## config.mk

```make
export PLATFORM = sky130hd
export DESIGN_NAME = usb_device_top
export DESIGN_NICKNAME = d
export VERILOG_FILES = /design/src/hw/usb_pkg.sv /design/src/hw/bulk_in_ep.sv /design/src/hw/ctrl_descriptor_ep.sv /design/src/hw/packet_encoder.sv /design/src/hw/token_decoder.sv /design/src/hw/tx_arbiter.sv /design/src/hw/usb_device_top.sv
export SDC_FILE = /design/constraint.sdc
export NUM_CORES = 1
export LEC_CHECK = 0
export BUFFER_PORTS_ARGS = -buffer_cell sky130_fd_sc_hd__buf_2
export CELL_PAD_IN_SITES_DETAIL_PLACEMENT = 1
export CELL_PAD_IN_SITES_GLOBAL_PLACEMENT = 1
export CORE_UTILIZATION = 52
export DETAILED_ROUTE_END_ITERATION = 12
export PLACE_DENSITY = 0.91
export SLEW_MARGIN = 40
export SYNTH_ARGS = -nofsm -noshare
export SYNTH_HDL_FRONTEND = slang
export SYNTH_SLANG_ARGS = --single-unit
```

## constraint.sdc

```tcl
create_clock -name clock -period 4.2 [get_ports clock]
set_input_delay 0.63 -clock clock [delete_from_list [all_inputs] [get_ports clock]]
set_output_delay 0.63 -clock clock [all_outputs]
set_load 0.005 [all_outputs]
```

## src/hw/usb_pkg.sv

```systemverilog
package usb_pkg;

  // widths that carry a meaning
  typedef logic [7:0]  byte_t;
  typedef logic [3:0]  pid_t;
  typedef logic [3:0]  endp_t;
  typedef logic [6:0]  addr_t;
  typedef logic [15:0] crc16_t;
  typedef logic [5:0]  desc_ptr_t;  // byte offset into the config descriptor
  typedef logic [2:0]  pkt_cnt_t;   // byte index inside one packet
  typedef logic [4:0]  fifo_ptr_t;  // 16 entries plus wrap bit

  // token and data PIDs, low nibble only
  localparam pid_t PID_IN    = 4'h9;
  localparam pid_t PID_DATA0 = 4'h3;
  localparam pid_t PID_DATA1 = 4'hB;
  localparam pid_t PID_NAK   = 4'hA;

  localparam addr_t DEV_ADDR = 7'h05;  // fixed address, no SET_ADDRESS
  localparam endp_t EP_CTRL  = 4'd0;
  localparam endp_t EP_BULK  = 4'd1;

  localparam int MAX_PKT       = 8;
  localparam int FIFO_DEPTH    = 16;
  localparam int CONF_DESC_LEN = 39;

  localparam crc16_t CRC16_INIT = 16'hFFFF;
  localparam crc16_t CRC16_POLY = 16'hA001;  // 0x8005 bit reversed

  // byte 0 lives in bits 7:0, so every group reads last byte first
  localparam logic [CONF_DESC_LEN*8-1:0] CONF_DESC = {
    56'h00_02_00_02_82_05_07,        // ep2 bulk in, 512 bytes
    56'h00_02_00_02_01_05_07,        // ep1 bulk out
    56'h00_02_00_02_81_05_07,        // ep1 bulk in
    72'h00_00_00_00_03_00_00_04_09,  // interface 0, three endpoints
    72'h32_C0_00_01_01_00_27_02_09   // configuration, total length 39
  };

  // one accepted IN token, broadcast to both endpoints
  typedef struct packed {
    logic  strobe;
    pid_t  pid;
    endp_t endp;
  } token_t;

  typedef struct packed {
    logic hsk_only;  // PID byte only, no payload
    pid_t pid;
  } tx_req_t;

  typedef struct packed {
    logic  valid;
    logic  last;
    byte_t data;
  } tx_beat_t;

endpackage

```

## src/hw/bulk_in_ep.sv

```systemverilog
module bulk_in_ep (
  input  logic              clock,
  input  logic              areset_n,
  input  usb_pkg::token_t   token_i,
  input  logic              s_axis_tvalid_i,
  input  logic              s_axis_tlast_i,
  input  usb_pkg::byte_t    s_axis_tdata_i,
  output logic              s_axis_tready_o,
  output logic              req_o,
  output usb_pkg::tx_req_t  req_info_o,
  input  logic              ack_i,
  output usb_pkg::tx_beat_t beat_o,
  input  logic              beat_ready_i
);

  typedef enum logic [1:0] {
    S_IDLE,
    S_SEND,
    S_RELEASE
  } state_t;

  typedef struct packed {
    logic           last;  // stored tlast
    usb_pkg::byte_t data;
  } fifo_entry_t;

  fifo_entry_t        mem [usb_pkg::FIFO_DEPTH];
  usb_pkg::fifo_ptr_t wr_ptr;
  usb_pkg::fifo_ptr_t rd_ptr;
  fifo_entry_t        head;
  logic               empty;
  logic               full;
  logic               push;
  logic               pop;

  state_t            state;
  usb_pkg::pkt_cnt_t cnt;
  logic              hsk_q;   // this request is a NAK
  logic              toggle;
  logic              hit;

  // pointers carry an extra wrap bit
  assign empty = wr_ptr == rd_ptr;
  assign full  = (wr_ptr[4] != rd_ptr[4]) && (wr_ptr[3:0] == rd_ptr[3:0]);
  assign head  = mem[rd_ptr[3:0]];

  assign s_axis_tready_o = !full;
  assign push            = s_axis_tvalid_i && !full;

  always_ff @(posedge clock) begin
    if (push) begin
      mem[wr_ptr[3:0]] <= {s_axis_tlast_i, s_axis_tdata_i};
    end
  end

  always_ff @(posedge clock or negedge areset_n) begin
    if (!areset_n) begin
      wr_ptr <= '0;
      rd_ptr <= '0;
    end else begin
      if (push) begin
        wr_ptr <= wr_ptr + 1'b1;
      end
      if (pop) begin
        rd_ptr <= rd_ptr + 1'b1;
      end
    end
  end

  assign hit = token_i.strobe && (token_i.pid == usb_pkg::PID_IN) &&
               (token_i.endp == usb_pkg::EP_BULK);

  assign req_o               = state == S_SEND;
  assign req_info_o.hsk_only = hsk_q;
  assign req_info_o.pid      = hsk_q  ? usb_pkg::PID_NAK :
                               toggle ? usb_pkg::PID_DATA1 : usb_pkg::PID_DATA0;

  // an underrun mid-packet just stalls the beat
  assign beat_o.valid = req_o && !hsk_q && ack_i && !empty;
  assign beat_o.last  = head.last || (cnt == usb_pkg::pkt_cnt_t'(usb_pkg::MAX_PKT - 1));
  assign beat_o.data  = head.data;

  assign pop = beat_o.valid && beat_ready_i;

  always_ff @(posedge clock or negedge areset_n) begin
    if (!areset_n) begin
      state  <= S_IDLE;
      cnt    <= '0;
      hsk_q  <= 1'b0;
      toggle <= 1'b0;
    end else begin
      case (state)
        S_IDLE: begin
          if (hit) begin
            hsk_q <= empty;  // nothing queued, answer NAK
            cnt   <= '0;
            state <= S_SEND;
          end
        end
        S_SEND: begin
          if (hsk_q && ack_i) begin
            state <= S_RELEASE;  // handshake drops req at once, toggle kept
          end else if (pop) begin
            cnt <= cnt + 1'b1;
            if (beat_o.last) begin
              toggle <= ~toggle;
              state  <= S_RELEASE;
            end
          end
        end
        default: begin
          if (!ack_i) begin
            state <= S_IDLE;
          end
        end
      endcase
    end
  end

endmodule

```

## src/hw/ctrl_descriptor_ep.sv

```systemverilog
module ctrl_descriptor_ep (
  input  logic              clock,
  input  logic              areset_n,
  input  usb_pkg::token_t   token_i,
  output logic              req_o,
  output usb_pkg::tx_req_t  req_info_o,
  input  logic              ack_i,
  output usb_pkg::tx_beat_t beat_o,
  input  logic              beat_ready_i
);

  typedef enum logic [1:0] {
    S_IDLE,
    S_SEND,    // req high, beats while acked
    S_RELEASE  // req low, wait for ack to fall
  } state_t;

  state_t             state;
  usb_pkg::desc_ptr_t offset;  // kept across tokens
  usb_pkg::pkt_cnt_t  cnt;
  logic               toggle;  // 0 = DATA0
  logic               hit;
  logic               at_end;
  logic               take;

  assign hit = token_i.strobe && (token_i.pid == usb_pkg::PID_IN) &&
               (token_i.endp == usb_pkg::EP_CTRL);

  // final descriptor byte closes a short chunk
  assign at_end = offset == usb_pkg::desc_ptr_t'(usb_pkg::CONF_DESC_LEN - 1);

  assign req_o               = state == S_SEND;
  assign req_info_o.hsk_only = 1'b0;
  assign req_info_o.pid      = toggle ? usb_pkg::PID_DATA1 : usb_pkg::PID_DATA0;

  assign beat_o.valid = req_o && ack_i;
  assign beat_o.last  = at_end || (cnt == usb_pkg::pkt_cnt_t'(usb_pkg::MAX_PKT - 1));
  assign beat_o.data  = usb_pkg::CONF_DESC[{offset, 3'b000} +: 8];

  assign take = beat_o.valid && beat_ready_i;

  always_ff @(posedge clock or negedge areset_n) begin
    if (!areset_n) begin
      state  <= S_IDLE;
      offset <= '0;
      cnt    <= '0;
      toggle <= 1'b0;
    end else begin
      case (state)
        S_IDLE: begin
          if (hit) begin
            state <= S_SEND;
          end
        end
        S_SEND: begin
          if (take) begin
            offset <= at_end ? '0 : offset + 1'b1;  // wrap after 39 bytes
            cnt    <= beat_o.last ? '0 : cnt + 1'b1;
            if (beat_o.last) begin
              toggle <= ~toggle;
              state  <= S_RELEASE;
            end
          end
        end
        default: begin
          if (!ack_i) begin
            state <= S_IDLE;  // four-phase cycle complete
          end
        end
      endcase
    end
  end

endmodule

```

## src/hw/packet_encoder.sv

```systemverilog
module packet_encoder (
  input  logic              clock,
  input  logic              areset_n,
  input  logic              start_i,
  input  usb_pkg::tx_req_t  info_i,
  input  usb_pkg::tx_beat_t beat_i,
  output logic              beat_ready_o,
  output logic              idle_o,
  input  logic              tx_ready_i,
  output logic              tx_valid_o,
  output logic              tx_last_o,
  output usb_pkg::byte_t    tx_data_o
);

  typedef enum logic [2:0] {
    E_IDLE,
    E_PID,
    E_PAYLOAD,
    E_CRC_LO,
    E_CRC_HI
  } state_t;

  state_t           state;
  usb_pkg::tx_req_t info_q;  // latched at start
  usb_pkg::crc16_t  crc_q;
  logic             pay_take;

  // reflected crc16, data lsb first
  function automatic usb_pkg::crc16_t crc16_byte(input usb_pkg::crc16_t crc,
                                                 input usb_pkg::byte_t  data);
    usb_pkg::crc16_t c;
    c = crc;
    for (int i = 0; i < 8; i++) begin
      if (c[0] ^ data[i]) begin
        c = (c >> 1) ^ usb_pkg::CRC16_POLY;
      end else begin
        c = c >> 1;
      end
    end
    return c;
  endfunction

  assign idle_o   = state == E_IDLE;
  assign pay_take = (state == E_PAYLOAD) && beat_i.valid && tx_ready_i;

  always_comb begin
    tx_valid_o   = 1'b0;
    tx_last_o    = 1'b0;
    tx_data_o    = '0;
    beat_ready_o = 1'b0;
    case (state)
      E_PID: begin
        tx_valid_o = 1'b1;
        tx_last_o  = info_q.hsk_only;             // NAK is one byte
        tx_data_o  = {~info_q.pid, info_q.pid};  // check nibble on top
      end
      E_PAYLOAD: begin
        tx_valid_o   = beat_i.valid;
        tx_data_o    = beat_i.data;
        beat_ready_o = tx_ready_i;  // ready passes straight back
      end
      E_CRC_LO: begin
        tx_valid_o = 1'b1;
        tx_data_o  = ~crc_q[7:0];
      end
      E_CRC_HI: begin
        tx_valid_o = 1'b1;
        tx_last_o  = 1'b1;
        tx_data_o  = ~crc_q[15:8];
      end
      default: begin
      end
    endcase
  end

  // request and crc datapath
  always_ff @(posedge clock) begin
    if (state == E_IDLE && start_i) begin
      info_q <= info_i;
      crc_q  <= usb_pkg::CRC16_INIT;
    end else if (pay_take) begin
      crc_q <= crc16_byte(crc_q, beat_i.data);  // payload only
    end
  end

  always_ff @(posedge clock or negedge areset_n) begin
    if (!areset_n) begin
      state <= E_IDLE;
    end else begin
      case (state)
        E_IDLE: begin
          if (start_i) begin
            state <= E_PID;
          end
        end
        E_PID: begin
          if (tx_ready_i) begin
            state <= info_q.hsk_only ? E_IDLE : E_PAYLOAD;
          end
        end
        E_PAYLOAD: begin
          if (pay_take && beat_i.last) begin
            state <= E_CRC_LO;
          end
        end
        E_CRC_LO: begin
          if (tx_ready_i) begin
            state <= E_CRC_HI;
          end
        end
        default: begin
          if (tx_ready_i) begin
            state <= E_IDLE;
          end
        end
      endcase
    end
  end

endmodule

```

## src/hw/token_decoder.sv

```systemverilog
module token_decoder (
  input  logic            clock,
  input  logic            areset_n,
  input  logic            rx_valid_i,
  input  logic            rx_last_i,
  input  usb_pkg::byte_t  rx_data_i,
  output usb_pkg::token_t token_o
);

  typedef enum logic [1:0] {
    ST_PID,   // expecting the PID byte
    ST_ADDR,  // addr plus endp bit 0
    ST_ENDP,  // endp bits 3:1 and crc5
    ST_DROP   // too long, skip to rx_last_i
  } state_t;

  state_t         state;
  usb_pkg::byte_t pid_q;
  usb_pkg::byte_t addr_q;
  logic           pid_ok;
  logic           addr_ok;
  logic           accept;

  // high nibble must be the check nibble
  assign pid_ok  = (pid_q[7:4] == ~pid_q[3:0]) && (pid_q[3:0] == usb_pkg::PID_IN);
  assign addr_ok = addr_q[6:0] == usb_pkg::DEV_ADDR;

  // third byte carrying last, with everything before it good
  assign accept = rx_valid_i && rx_last_i && (state == ST_ENDP) && pid_ok && addr_ok;

  // byte capture
  always_ff @(posedge clock) begin
    if (rx_valid_i && state == ST_PID) begin
      pid_q <= rx_data_i;
    end
    if (rx_valid_i && state == ST_ADDR) begin
      addr_q <= rx_data_i;
    end
  end

  // byte position in the current packet
  always_ff @(posedge clock or negedge areset_n) begin
    if (!areset_n) begin
      state <= ST_PID;
    end else if (rx_valid_i) begin
      case (state)
        ST_PID:  state <= rx_last_i ? ST_PID : ST_ADDR;  // 1-byte packet dropped
        ST_ADDR: state <= rx_last_i ? ST_PID : ST_ENDP;  // 2-byte packet dropped
        ST_ENDP: state <= rx_last_i ? ST_PID : ST_DROP;
        default: state <= rx_last_i ? ST_PID : ST_DROP;
      endcase
    end
  end

  // one strobe per good IN token, the cycle after byte 3
  always_ff @(posedge clock or negedge areset_n) begin
    if (!areset_n) begin
      token_o <= '0;
    end else begin
      token_o.strobe <= accept;
      if (accept) begin
        token_o.pid  <= pid_q[3:0];
        token_o.endp <= {rx_data_i[2:0], addr_q[7]};  // endp split over two bytes
      end
    end
  end

endmodule

```

## src/hw/tx_arbiter.sv

```systemverilog
module tx_arbiter (
  input  logic                    clock,
  input  logic                    areset_n,
  input  logic [1:0]              req_i,
  input  usb_pkg::tx_req_t [1:0]  req_info_i,
  input  usb_pkg::tx_beat_t [1:0] beat_i,
  output logic [1:0]              ack_o,
  output logic                    beat_ready_o,
  output logic                    enc_start_o,
  output usb_pkg::tx_req_t        enc_info_o,
  output usb_pkg::tx_beat_t       enc_beat_o,
  input  logic                    enc_beat_ready_i,
  input  logic                    enc_idle_i
);

  typedef enum logic {
    A_IDLE,
    A_GRANT  // ack held until the owner drops req
  } state_t;

  state_t state;
  logic   sel;      // current owner
  logic   prio;     // winner on a tie
  logic   pick;
  logic   granted;

  // lone requester wins, tie goes to prio
  assign pick    = (req_i == 2'b11) ? prio : req_i[1];
  assign granted = state == A_GRANT;

  // owner's request and beats onto the encoder
  assign enc_info_o = req_info_i[sel];

  always_comb begin
    enc_beat_o       = beat_i[sel];
    enc_beat_o.valid = beat_i[sel].valid && granted;
  end

  assign beat_ready_o = enc_beat_ready_i && granted;  // only the acked peer looks at it

  always_ff @(posedge clock or negedge areset_n) begin
    if (!areset_n) begin
      state       <= A_IDLE;
      sel         <= 1'b0;
      prio        <= 1'b0;  // ep0 first after reset
      ack_o       <= '0;
      enc_start_o <= 1'b0;
    end else begin
      enc_start_o <= 1'b0;
      case (state)
        A_IDLE: begin
          if (|req_i && enc_idle_i) begin
            sel         <= pick;
            prio        <= ~pick;  // other side next time
            ack_o       <= pick ? 2'b10 : 2'b01;
            enc_start_o <= 1'b1;   // one start per grant
            state       <= A_GRANT;
          end
        end
        default: begin
          if (!req_i[sel]) begin
            ack_o <= '0;
            state <= A_IDLE;
          end
        end
      endcase
    end
  end

endmodule

```

## src/hw/usb_device_top.sv

```systemverilog
module usb_device_top (
  input  logic           clock,
  input  logic           areset_n,
  // receive bytes from the PHY, no back-pressure
  input  logic           rx_valid_i,
  input  logic           rx_last_i,
  input  usb_pkg::byte_t rx_data_i,
  // bulk IN source
  input  logic           s_axis_tvalid_i,
  input  logic           s_axis_tlast_i,
  input  usb_pkg::byte_t s_axis_tdata_i,
  output logic           s_axis_tready_o,
  // transmit bytes towards the PHY
  input  logic           tx_ready_i,
  output logic           tx_valid_o,
  output logic           tx_last_o,
  output usb_pkg::byte_t tx_data_o
);

  usb_pkg::token_t         token;
  logic [1:0]              req;       // index 0 is ep0, 1 is ep1
  usb_pkg::tx_req_t [1:0]  req_info;
  usb_pkg::tx_beat_t [1:0] beat;
  logic [1:0]              ack;
  logic                    beat_ready;
  logic                    enc_start;
  usb_pkg::tx_req_t        enc_info;
  usb_pkg::tx_beat_t       enc_beat;
  logic                    enc_beat_ready;
  logic                    enc_idle;

  token_decoder u_token_decoder (
    .clock      (clock),
    .areset_n   (areset_n),
    .rx_valid_i (rx_valid_i),
    .rx_last_i  (rx_last_i),
    .rx_data_i  (rx_data_i),
    .token_o    (token)
  );

  ctrl_descriptor_ep u_ctrl_ep (
    .clock        (clock),
    .areset_n     (areset_n),
    .token_i      (token),
    .req_o        (req[0]),
    .req_info_o   (req_info[0]),
    .ack_i        (ack[0]),
    .beat_o       (beat[0]),
    .beat_ready_i (beat_ready)
  );

  bulk_in_ep u_bulk_ep (
    .clock           (clock),
    .areset_n        (areset_n),
    .token_i         (token),
    .s_axis_tvalid_i (s_axis_tvalid_i),
    .s_axis_tlast_i  (s_axis_tlast_i),
    .s_axis_tdata_i  (s_axis_tdata_i),
    .s_axis_tready_o (s_axis_tready_o),
    .req_o           (req[1]),
    .req_info_o      (req_info[1]),
    .ack_i           (ack[1]),
    .beat_o          (beat[1]),
    .beat_ready_i    (beat_ready)
  );

  tx_arbiter u_tx_arbiter (
    .clock            (clock),
    .areset_n         (areset_n),
    .req_i            (req),
    .req_info_i       (req_info),
    .beat_i           (beat),
    .ack_o            (ack),
    .beat_ready_o     (beat_ready),
    .enc_start_o      (enc_start),
    .enc_info_o       (enc_info),
    .enc_beat_o       (enc_beat),
    .enc_beat_ready_i (enc_beat_ready),
    .enc_idle_i       (enc_idle)
  );

  packet_encoder u_packet_encoder (
    .clock        (clock),
    .areset_n     (areset_n),
    .start_i      (enc_start),
    .info_i       (enc_info),
    .beat_i       (enc_beat),
    .beat_ready_o (enc_beat_ready),
    .idle_o       (enc_idle),
    .tx_ready_i   (tx_ready_i),
    .tx_valid_o   (tx_valid_o),
    .tx_last_o    (tx_last_o),
    .tx_data_o    (tx_data_o)
  );

endmodule

```

# Yosys cells after proc, flatten, opt, wreduce, memory -nomap -nowiden
# Memories as Yosys holds them, arrays and structs flattened.
# Index checks and enable logic that the tools add are counted.
[classes] addsub=5 magnitude_cmp=1 eq_ne=35 shift=1 muxes=74 n_bitwise=25 reduce_logical=51
[ops] cell="2-to-1 mux 16 bit" count=22
[ops] cell="indexed part select 312 x 10 -> 8 bit (first input constant)" count=1
[ops] cell="2-to-1 mux 2 bit" count=16
[ops] cell="one-hot mux 8 bit (4 select lines)" count=1
[ops] cell="2-to-1 mux 3 bit" count=9
[ops] cell="logical AND 1 bit" count=26
[ops] cell="inverter 2 -> 3 bit" count=8
[ops] cell="2-to-1 mux 10 bit" count=2
[ops] cell="inequality test 2 bit (second input constant)" count=8
[ops] cell="inverter 8 bit" count=2
[ops] cell="AND reduction 4 bit" count=4
[ops] cell="2-to-1 mux 4 bit" count=3
[ops] cell="inequality test 3 bit (second input constant)" count=4
[ops] cell="one-hot mux 2 bit (2 select lines)" count=3
[ops] cell="one-hot mux 3 bit (4 select lines)" count=1
[ops] cell="2-to-1 mux 1 bit" count=11
[ops] cell="adder 5 x 1 -> 5 bit (second input constant)" count=2
[ops] cell="2-to-1 mux 5 bit" count=2
[ops] cell="equality test 3 bit (second input constant)" count=3
[ops] cell="equality test 4 bit" count=2
[ops] cell="equality test 4 bit (second input constant)" count=2
[ops] cell="inverter 4 bit" count=2
[ops] cell="AND reduction 2 bit" count=4
[ops] cell="XOR 1 bit" count=8
[ops] cell="28 further kinds" count=46
[totals] register_bits=86 mem_bits_rw=144 input_bits=23 output_inout_bits=11 word_cells=218 memories=1
[memory_table] name="u_bulk_ep.mem" depth=16 word_bits=9 read_ports=1 rd_clocked_by_memory_dff=0 write_ports=1 line_no="bulk_in_ep.sv:27" source="fifo_entry_t mem [usb_pkg::FIFO_DEPTH];"

# Longest topological paths before layout
# Gate-level depths: netlist of run 1.
[depth] depth_word=37 depth_mapped=13 mapped_depth_nobuf=10

# Cells and area by module
# From an unflattened synthesis of run 1, not the netlist that was laid out.
[unflattened] hier_cells=713 area_unflattened_um2=10462.5
[by_module_without_submodules] module="bulk_in_ep" instances=1 cells_per_inst=344 area_per_inst_um2=6646.4 seq_area_each_um2=4749.6
[by_module_without_submodules] module="packet_encoder" instances=1 cells_per_inst=159 area_per_inst_um2=1375.1 seq_area_each_um2=545.5
[by_module_without_submodules] module="ctrl_descriptor_ep" instances=1 cells_per_inst=118 area_per_inst_um2=1003.5 seq_area_each_um2=300.3
[by_module_without_submodules] module="token_decoder" instances=1 cells_per_inst=49 area_per_inst_um2=947.2 seq_area_each_um2=755.7
[by_module_without_submodules] module="tx_arbiter" instances=1 cells_per_inst=43 area_per_inst_um2=490.5 seq_area_each_um2=150.1

# Worst setup path after synthesis of run 1
# Ideal clock, no wire load.
[synth_timing] path_type="reg-to-reg" startpoint="reg u_bulk_ep.rd_ptr[1]" endpoint="mem u_bulk_ep.mem[3][0] in the netlist's numbering (enable)" setup_ns=0.387 arrival_time_ns=2.806 required_ns=3.813 setup_slack_ns=1.008 path_stages_with_launch=13 n_path_buf=6 synth_period_minus_slack_ns=3.192 path_cell_list="dfrtp_1 > buf_6 > buf_4 > buf_6 > buf_2 > buf_2 > xor2_1 > nor4_1 > nand2b_1 > and2_1 > clkbuf_1 > nand2_1 > nor3_1"
[synth_via] elab_chain_len=6
[synth_rtl] element="from (decl)" line_no="bulk_in_ep.sv:29" source="usb_pkg::fifo_ptr_t rd_ptr;"
[synth_rtl] element="from (signal assigned)" line_no="bulk_in_ep.sv:65" source="rd_ptr <= rd_ptr + 1'b1;"
[synth_rtl] element="equality test 4 bit" line_no="bulk_in_ep.sv:44" source="assign full = (wr_ptr[4] != rd_ptr[4]) && (wr_ptr[3:0] == rd_ptr[3:0]);"
[synth_rtl] element="logical AND 1 bit" line_no="bulk_in_ep.sv:44"
[synth_rtl] element="logical NOT 1 bit"
[synth_rtl] element="via s_axis_tready_o" line_no="usb_device_top.sv:12" source="output logic s_axis_tready_o,"
[synth_rtl] element="logical AND 1 bit" line_no="bulk_in_ep.sv:48" source="assign push = s_axis_tvalid_i && !full;"
[synth_rtl] element="2-to-1 mux 1 bit" line_no="bulk_in_ep.sv:51" source="if (push) begin"
[synth_rtl] element="2-to-1 mux 1 bit (not written as such)" line_no="bulk_in_ep.sv:52" source="mem[wr_ptr[3:0]] <= {s_axis_tlast_i, s_axis_tdata_i};"
[synth_rtl] element="to (decl)" line_no="bulk_in_ep.sv:27"
# The timed path passes the listed nets, and every way through them passes these cells.

# Worst setup path in the final report of run 1
[layout_timing] startpoint="reg u_bulk_ep.rd_ptr[1]" endpoint="out tx_data_o[6]"
[layout_via] elab_chain_len=4
[layout_rtl] element="memory read (16 x 9 bit)"
[layout_rtl] element="2-to-1 mux 10 bit (not written as such) (2 in series)" line_no="tx_arbiter.sv:35" source="enc_beat_o = beat_i[sel];"
[layout_rtl] element="one-hot mux 8 bit (4 select lines)" line_no="packet_encoder.sv:51" source="case (state)"
[layout_rtl] element="to (decl)" line_no="usb_device_top.sv:17" source="output usb_pkg::byte_t tx_data_o"
# Every way passes these cells. The select of a mux whose other input is x is not followed.

==> results.yml, run 1 <==
finish:
  area.growth.synth_to_final_pct: 13.02
  utilization: 0.6012
  layout.nets: 767
  layout-drive-gt1-share: 0.2024
  n_fill_cell: 1754
  diodes: 0
  seqCellArea_um2: 6445
  multi_input_area_um2: 3327
logic_synthesis:
  ys_warn_count: 0
  synth-simple-area-share: 0.08472
  ys_top_cells_by_count: "edfxtp_1 (163), nand2_1 (60), dfrtp_1 (49)"
  synth_seq_cells: 228
  synth_area_um2: 9983
  muxShareOfSynthArea: 0.1149
  synth_compound_area_frac: 0.07106
  synth_top_family_by_area: "multiplexers"
  yosysTopAreaCellShare: 0.4903
  syn_avg_cell_area_um2: 14.79
  yosysSeqAreaShare: 0.6452
  async_flop_share: 0.2149
  synth_nets: 714
  synth_xor_xnor_area_share: 0.04148
  synth_top_cell_by_area: "edfxtp_1"
  synthAdderAreaFrac: 0.02005
  yosysMostFrequentCell: "edfxtp_1"
  yosys-top-cells-area: "edfxtp_1 (49%), dfrtp_1 (12%), mux4_2 (7.0%)"
  synth_cell_types: 67
  ys.flop_type: "edfxtp_1"
  synth_edf_count: 163
  synth_cells: 675
critical_path:
  cpMaxStageDelayCell: "dfrtp_4"
  critPathRequiredTime_ps: 3570
  end_kind: "output pin"
  path_class: "flip-flop to output pin"
  cp-start-kind: "flip-flop"
  cp_max_fo: 28
  max_stage_delay_ps: 720
  cp_data_arrival_time_ps: 3380
  critical_path.cell_chain: "buf_4 -> mux4_2 -> mux4_2 -> a21oi_1 -> nor3_1 -> a21oi_1 -> o32ai_1 -> buf_2"
route:
  vias: 6144
  postRouteAntennaNets: 0
  routed_via_density: 6.269
  drc: 0
  wire_per_inst_um: 25.46
  finalWirelength_um: 24960
  drt_iter0_drc: 587
  dr.pass1.iters: 6
cts:
  holdBufCountCts: 0
  cts_htree_levels: 1
  root_buffer: "clkbuf_16"
  cts_tree: "built"
  cts_resized: 1
  post_cts_buffers: 0
  clk_latency_ps: 510
  cts_buffers: 24
  clk_pin_slew_worst_paths_ps: 60
  clkSinkCount: 228
  cts_buffer_depth: 3
timing:
  fmax_mhz: 249.1
  period_share: 0.9558
  drv_slew: 0
  timing.final.crit_period_ps: 4014
  rsz0062_at_grt: "no"
  hold_viol: 0
  tightest_slew_ps: 739.3
  finalSetupViolCount: 0
  clock_skew_ps: 15.06
  timing.setup.tns_ps: 0
  slew_headroom: 0.4944
  layout_setup_ws_ps: 185.8
power_and_ir_drop:
  p_per_area_nw_per_um2: 460.1
  p_comb_frac: 0.081
  ir_worst_vdd_uv: 378.6
  p_int_w: 0.003970
  seq_power_share: 0.519
  switching_share: 0.2352
  p_clk_frac: 0.400
  power.leakage_nw: 4.241
  p_sw_w: 0.001221
placed_design:
  gp_congestion: 0.9092
  port_buffers: 33
  dp_hpwl_um: 16280
  dp_slack_ps: 461.3
die:
  dieArea_um2: 19760
  placementRows: 50
  io_pins: 34
  die_w_um: 140.6
  core-area_um2: 18770
  die_height_um: 140.6
  initial_core_util: 0.5319
flow_run:
  cap_violations: 0
global_route:
  antenna_found_initial: 2
  grt_pass1_wl_um: 39010
  grt_util_all_layers: 0.2648
  grt_max_degree: 50
  grt-ovfl-total: 0
  first_global_vias: 6560
outcome:
  status: "finished, final reports clean"
worst_hold_path:
  hp-class: "primary input to async pin"
[state kept, by name, summed over array words and instances (netlist names)]
register	count
u_bulk_ep.mem	144
u_packet_encoder.crc_q	16
u_token_decoder.token_o	9
u_token_decoder.addr_q	8
u_token_decoder.pid_q	8
u_ctrl_ep.offset	6
u_bulk_ep.rd_ptr	5
u_bulk_ep.wr_ptr	5
u_bulk_ep.cnt	3
u_ctrl_ep.cnt	3
u_packet_encoder.info_q	3
u_packet_encoder.state	3
u_bulk_ep.state	2
u_ctrl_ep.state	2
u_token_decoder.state	2
u_tx_arbiter.ack_o	2
u_bulk_ep.hsk_q	1
u_bulk_ep.toggle	1
u_ctrl_ep.toggle	1
u_tx_arbiter.enc_start_o	1
u_tx_arbiter.granted	1
u_tx_arbiter.prio	1
u_tx_arbiter.sel	1
[routing by layer]
layer / GRT usage / share of wire / up-vias
met4: 0.1018 / 0.035 / 4
met3: 0.04581 / 0.051 / 65
li1: - / - / 2687
met1: 0.3307 / 0.40 / 3191
met5: 0 / 0.0010 / -
met2: 0.4626 / 0.52 / 197
[power groups by stage]
stage	clock [W]	combinational, W	sequential [W]
floorplan	0	0.000237	0.00268
global placement	0	0.000373	0.00272
detailed placement	0	0.000415	0.00274
CTS	0.00212	0.000422	0.00269
global route	0.00220	0.000450	0.00271
finish	0.00208	0.000419	0.00270
[critical path: cells and delay by family (launching register included)]
family          cells  cell delay, ps
compound gates      3             610
buf+inv             2             420
flops               1             720
mux                 2            1020
simple gates        1              80
[cell families (layout without fill, tap and decap cells)]
logic type                 after synthesis  count (layout)
adders and majority gates               16              16
xor gates and xnor gates                39              39
muxes                                   68              68
DFF                                    228             228
AOI/OAI and AO/OA                       99              99
and+or+nand+nor                        174             174
buffers and inverters                   51             122
[path summary, 6_finish.rpt]
check                      slack (ps)                       start  cells past startpoint                         to
setup / recovery                  190         u_bulk_ep.rd_ptr[1]                      8               tx_data_o[6]
hold / removal                    240                    areset_n                      2           u_ctrl_ep.toggle
setup reg to reg                  480         u_bulk_ep.rd_ptr[2]                      9  u_packet_encoder.crc_q[0]
hold reg to reg                   470  u_packet_encoder.info_q[4]                      1  u_packet_encoder.state[1]
max in group asynchronous        3490                    areset_n                      2        u_bulk_ep.rd_ptr[1]
min in group clock                320                rx_data_i[6]                      1   u_token_decoder.pid_q[6]
[metrics by stage]
step           instance area, um^2  hold WS, ps  std cells  total power, W
2_1_floorplan                 9983        334.4        675        0.002919
3_3_place_gp                 10490        443.9        936        0.003089
3_5_place_dp                 10500        455.7        936        0.003153
4_1_cts                      11280        252.8        980        0.005236
5_1_grt                      11280        279.0        980        0.005362
6_report                     11280        239.2        980        0.005191
[cells in the final DEF, fill, tap and decap left out, drive strengths merged, types with 3 or more instances in the layout]
| cell | netlist | layout |
|---|---|---|
| buf | 19 | 61 |
| a31oi | 5 | 5 |
| clkbuf | 15 | 30 |
| nor3 | 10 | 10 |
| inv | 17 | 19 |
| o22ai | 6 | 6 |
| a211oi | 6 | 6 |
| o311ai | 4 | 4 |
| a22o | 3 | 3 |
| o22a | 6 | 6 |
| xnor3 | 3 | 3 |
| and3 | 3 | 3 |
| a41oi | 3 | 3 |
| nand3 | 8 | 8 |
| nor2 | 42 | 42 |
| xor2 | 12 | 12 |
| mux2i | 22 | 22 |
| mux2 | 11 | 11 |
| or3 | 3 | 3 |
| nand2b | 9 | 9 |
| or4 | 3 | 3 |
| a21o | 4 | 4 |
| o211ai | 12 | 12 |
| edfxtp | 163 | 163 |
| nor2b | 10 | 10 |
| mux4 | 35 | 35 |
| clkinv | 0 | 9 |
| o21ai | 16 | 16 |
| nand3b | 4 | 4 |
| nand2 | 60 | 60 |
| nand4 | 8 | 8 |
| xnor2 | 23 | 23 |
| dfrtp | 49 | 49 |
| dfxtp | 16 | 16 |
| a21oi | 16 | 16 |
| ha | 16 | 16 |
[cell type report]
type,count,area share
inverters,17,0.005655
clock inverters,14,0.01109
well taps,234,0.02595
clock buffers,30,0.05800
repair buffers,61,0.03327
flip-flops and latches,228,0.5712
multi-input cells,396,0.2949
No activity file was read; power rests on OpenSTA's default activity.
==> run 2: changes to the inputs <==
--- a/config.mk
+++ b/config.mk
@@ -5,7 +5,7 @@
 export SDC_FILE = /design/constraint.sdc
 export NUM_CORES = 1
 export LEC_CHECK = 0
-export BUFFER_PORTS_ARGS = -buffer_cell sky130_fd_sc_hd__buf_2
+export BUFFER_PORTS_ARGS = -buffer_cell sky130_fd_sc_hd__buf_4
 export CELL_PAD_IN_SITES_DETAIL_PLACEMENT = 1
 export CELL_PAD_IN_SITES_GLOBAL_PLACEMENT = 1
 export CORE_UTILIZATION = 52
==> results.yml, run 2 (same netlist as run 1, synthesis figures left out) <==
power_and_ir_drop:
  p_per_area_nw_per_um2: 469.8
  power.leakage_nw: 4.302
  ir_worst_vdd_uv: 392.7
finish:
  layoutNonFillerInstCount: 979
  layout_common_cells: "edfxtp_1 (163), nand2_1 (60), buf_4 (60), dfrtp_1 (48), nor2_1 (42)"
  largest_reg_flops: 144
  final_common_cell: "edfxtp_1"
  layout.nets: 768
  utilization: 0.6107
  n_fill_cell: 1745
  diodes: 0
  area.growth.synth_to_final_pct: 14.80
  layout-drive-gt1-share: 0.2107
timing:
  finalSetupViolCount: 0
  clock_skew_ps: 19.10
  timing.final.crit_period_ps: 3954
  fmax_mhz: 252.9
  period_share: 0.9414
  drv_slew: 0
  hold_ws_ps: 141.7
  slew_headroom: 0.4904
  timing.setup.tns_ps: 0
  rsz0062_at_grt: "no"
  tightest_slew_ps: 761.5
  hold_viol: 0
global_route:
  grt_pass1_wl_um: 39990
  grt-ovfl-total: 0
  first_global_vias: 6762
  grt_util_all_layers: 0.2739
  grt_max_degree: 50
  antenna_found_initial: 0
placed_design:
  place_inst: 935
  port_buffers: 33
  gp_congestion: 0.8610
  dp_hpwl_um: 16700
critical_path:
  cp_max_fo: 14
  rr_worst_depth: 9
  end_kind: "output pin"
  cp_common_cell: "buf_4"
  critPathRequiredTime_ps: 3570
  cp_data_arrival_time_ps: 3320
  max_stage_delay_ps: 790
  critical_path.cell_chain: "buf_4 -> mux4_2 -> mux2i_1 -> nand2_1 -> a31oi_1 -> o22a_1 -> o21ai_0 -> buf_4"
  r2r_end: "u_packet_encoder.crc_q[0]"
  cpMaxStageDelayCell: "dfrtp_1"
  path_class: "flip-flop to output pin"
  cp-start-kind: "flip-flop"
  timing.rr.start: "u_bulk_ep.rd_ptr[2]"
  regToRegSetupSlack_ps: 620
cts:
  root_buffer: "clkbuf_16"
  clkSinkCount: 228
  cts_buffers: 25
  cts_htree_levels: 1
  clk_latency_ps: 520
  clk_pin_slew_worst_paths_ps: 60
  cts_buffer_depth: 3
  cts_tree: "built"
route:
  postRouteAntennaNets: 0
  vias: 6123
  drt_iter0_drc: 488
  finalWirelength_um: 25510
  drc: 0
  wire_per_inst_um: 26.06
  dr.pass1.iters: 5
  routed_via_density: 6.254
flow_run:
  cap_violations: 0
die:
  core-area_um2: 18770
  die_w_um: 140.6
  die_height_um: 140.6
  placementRows: 50
  initial_core_util: 0.5319
  dieArea_um2: 19760
  io_pins: 34
worst_hold_path:
  hp-class: "primary input to async pin"
outcome:
  status: "finished, final reports clean"
==> run 2: cell count changes in the layout (fill, tap and decap cells not counted), sizes merged <==
cell,change
bufinv,-1
clkbuf,+4
clkinv,-6
clkinvlp,+2
==> run 2: what timing repair did <==
item / in CTS / in global routing
setup endpoints to repair: 1 / 1
buffers inserted: 0 / 1
cloned: 0 / 0
gates resized for setup: 1 / 0
hold buffers: 0 / 0
==> run 2: where the power goes <==
group	total, W	internal (W)	switching [W]
clock network	0.00225	0.00136	0.000886
logic	0.000438	0.000148	0.000291
registers	0.00270	0.00260	0.0000986
==> run 2: worst max path at each step <==
stage                   startpoint                   to  slack (ps)  depth (start not counted)
2_1_floorplan  u_bulk_ep.rd_ptr[1]  u_bulk_ep.mem[3][0]        1010                         12
3_3_place_gp   u_bulk_ep.rd_ptr[1]         tx_data_o[6]         620                          8
3_5_place_dp   u_bulk_ep.rd_ptr[1]         tx_data_o[6]         490                          8
4_1_cts        u_bulk_ep.rd_ptr[1]         tx_data_o[6]         110                          8
5_1_grt        u_bulk_ep.rd_ptr[0]         tx_data_o[7]          90                          8
6_report       u_bulk_ep.rd_ptr[0]         tx_data_o[7]         250                          8
==> run 2: layout make-up <==
cell class | count | area, um^2 | area share
well taps | 234 | 292.8 | 0.02555
clock inverters | 9 | 87.58 | 0.007642
clock buffers | 34 | 775.7 | 0.06769
multi-input cells | 396 | 3334 | 0.2909
flip-flops and latches | 228 | 6445 | 0.5623
inverters | 17 | 63.81 | 0.005568
repair buffers | 61 | 461.7 | 0.04028
==> run 2: worst max-delay path, delay by kind of cell (launching register included) <==
kind            cells  cell delay [ps]
mux                 2              760
compound gates      3              660
buf+inv             2              490
simple gates        1              110
flops               1              790
==> run 2: through the flow <==
step	setup slack [ps]	power (W)	cell area [um^2]
final	246.3	0.005384	11460
after global routing	87.98	0.005539	11460
after CTS	113.5	0.005423	11450
after detailed placement	491.5	0.003166	10580
after global placement	622.6	0.003091	10570
after floorplan	1008	0.002919	9983
==> run 2: routing by layer <==
layer  part of all wire  vias up  global-route usage
li1                   -     2679                   -
met1               0.39     3167              0.3325
met2               0.52      206              0.4897
met4              0.032        0              0.1081
met5                  0        -                   0
met3              0.057       71             0.04513
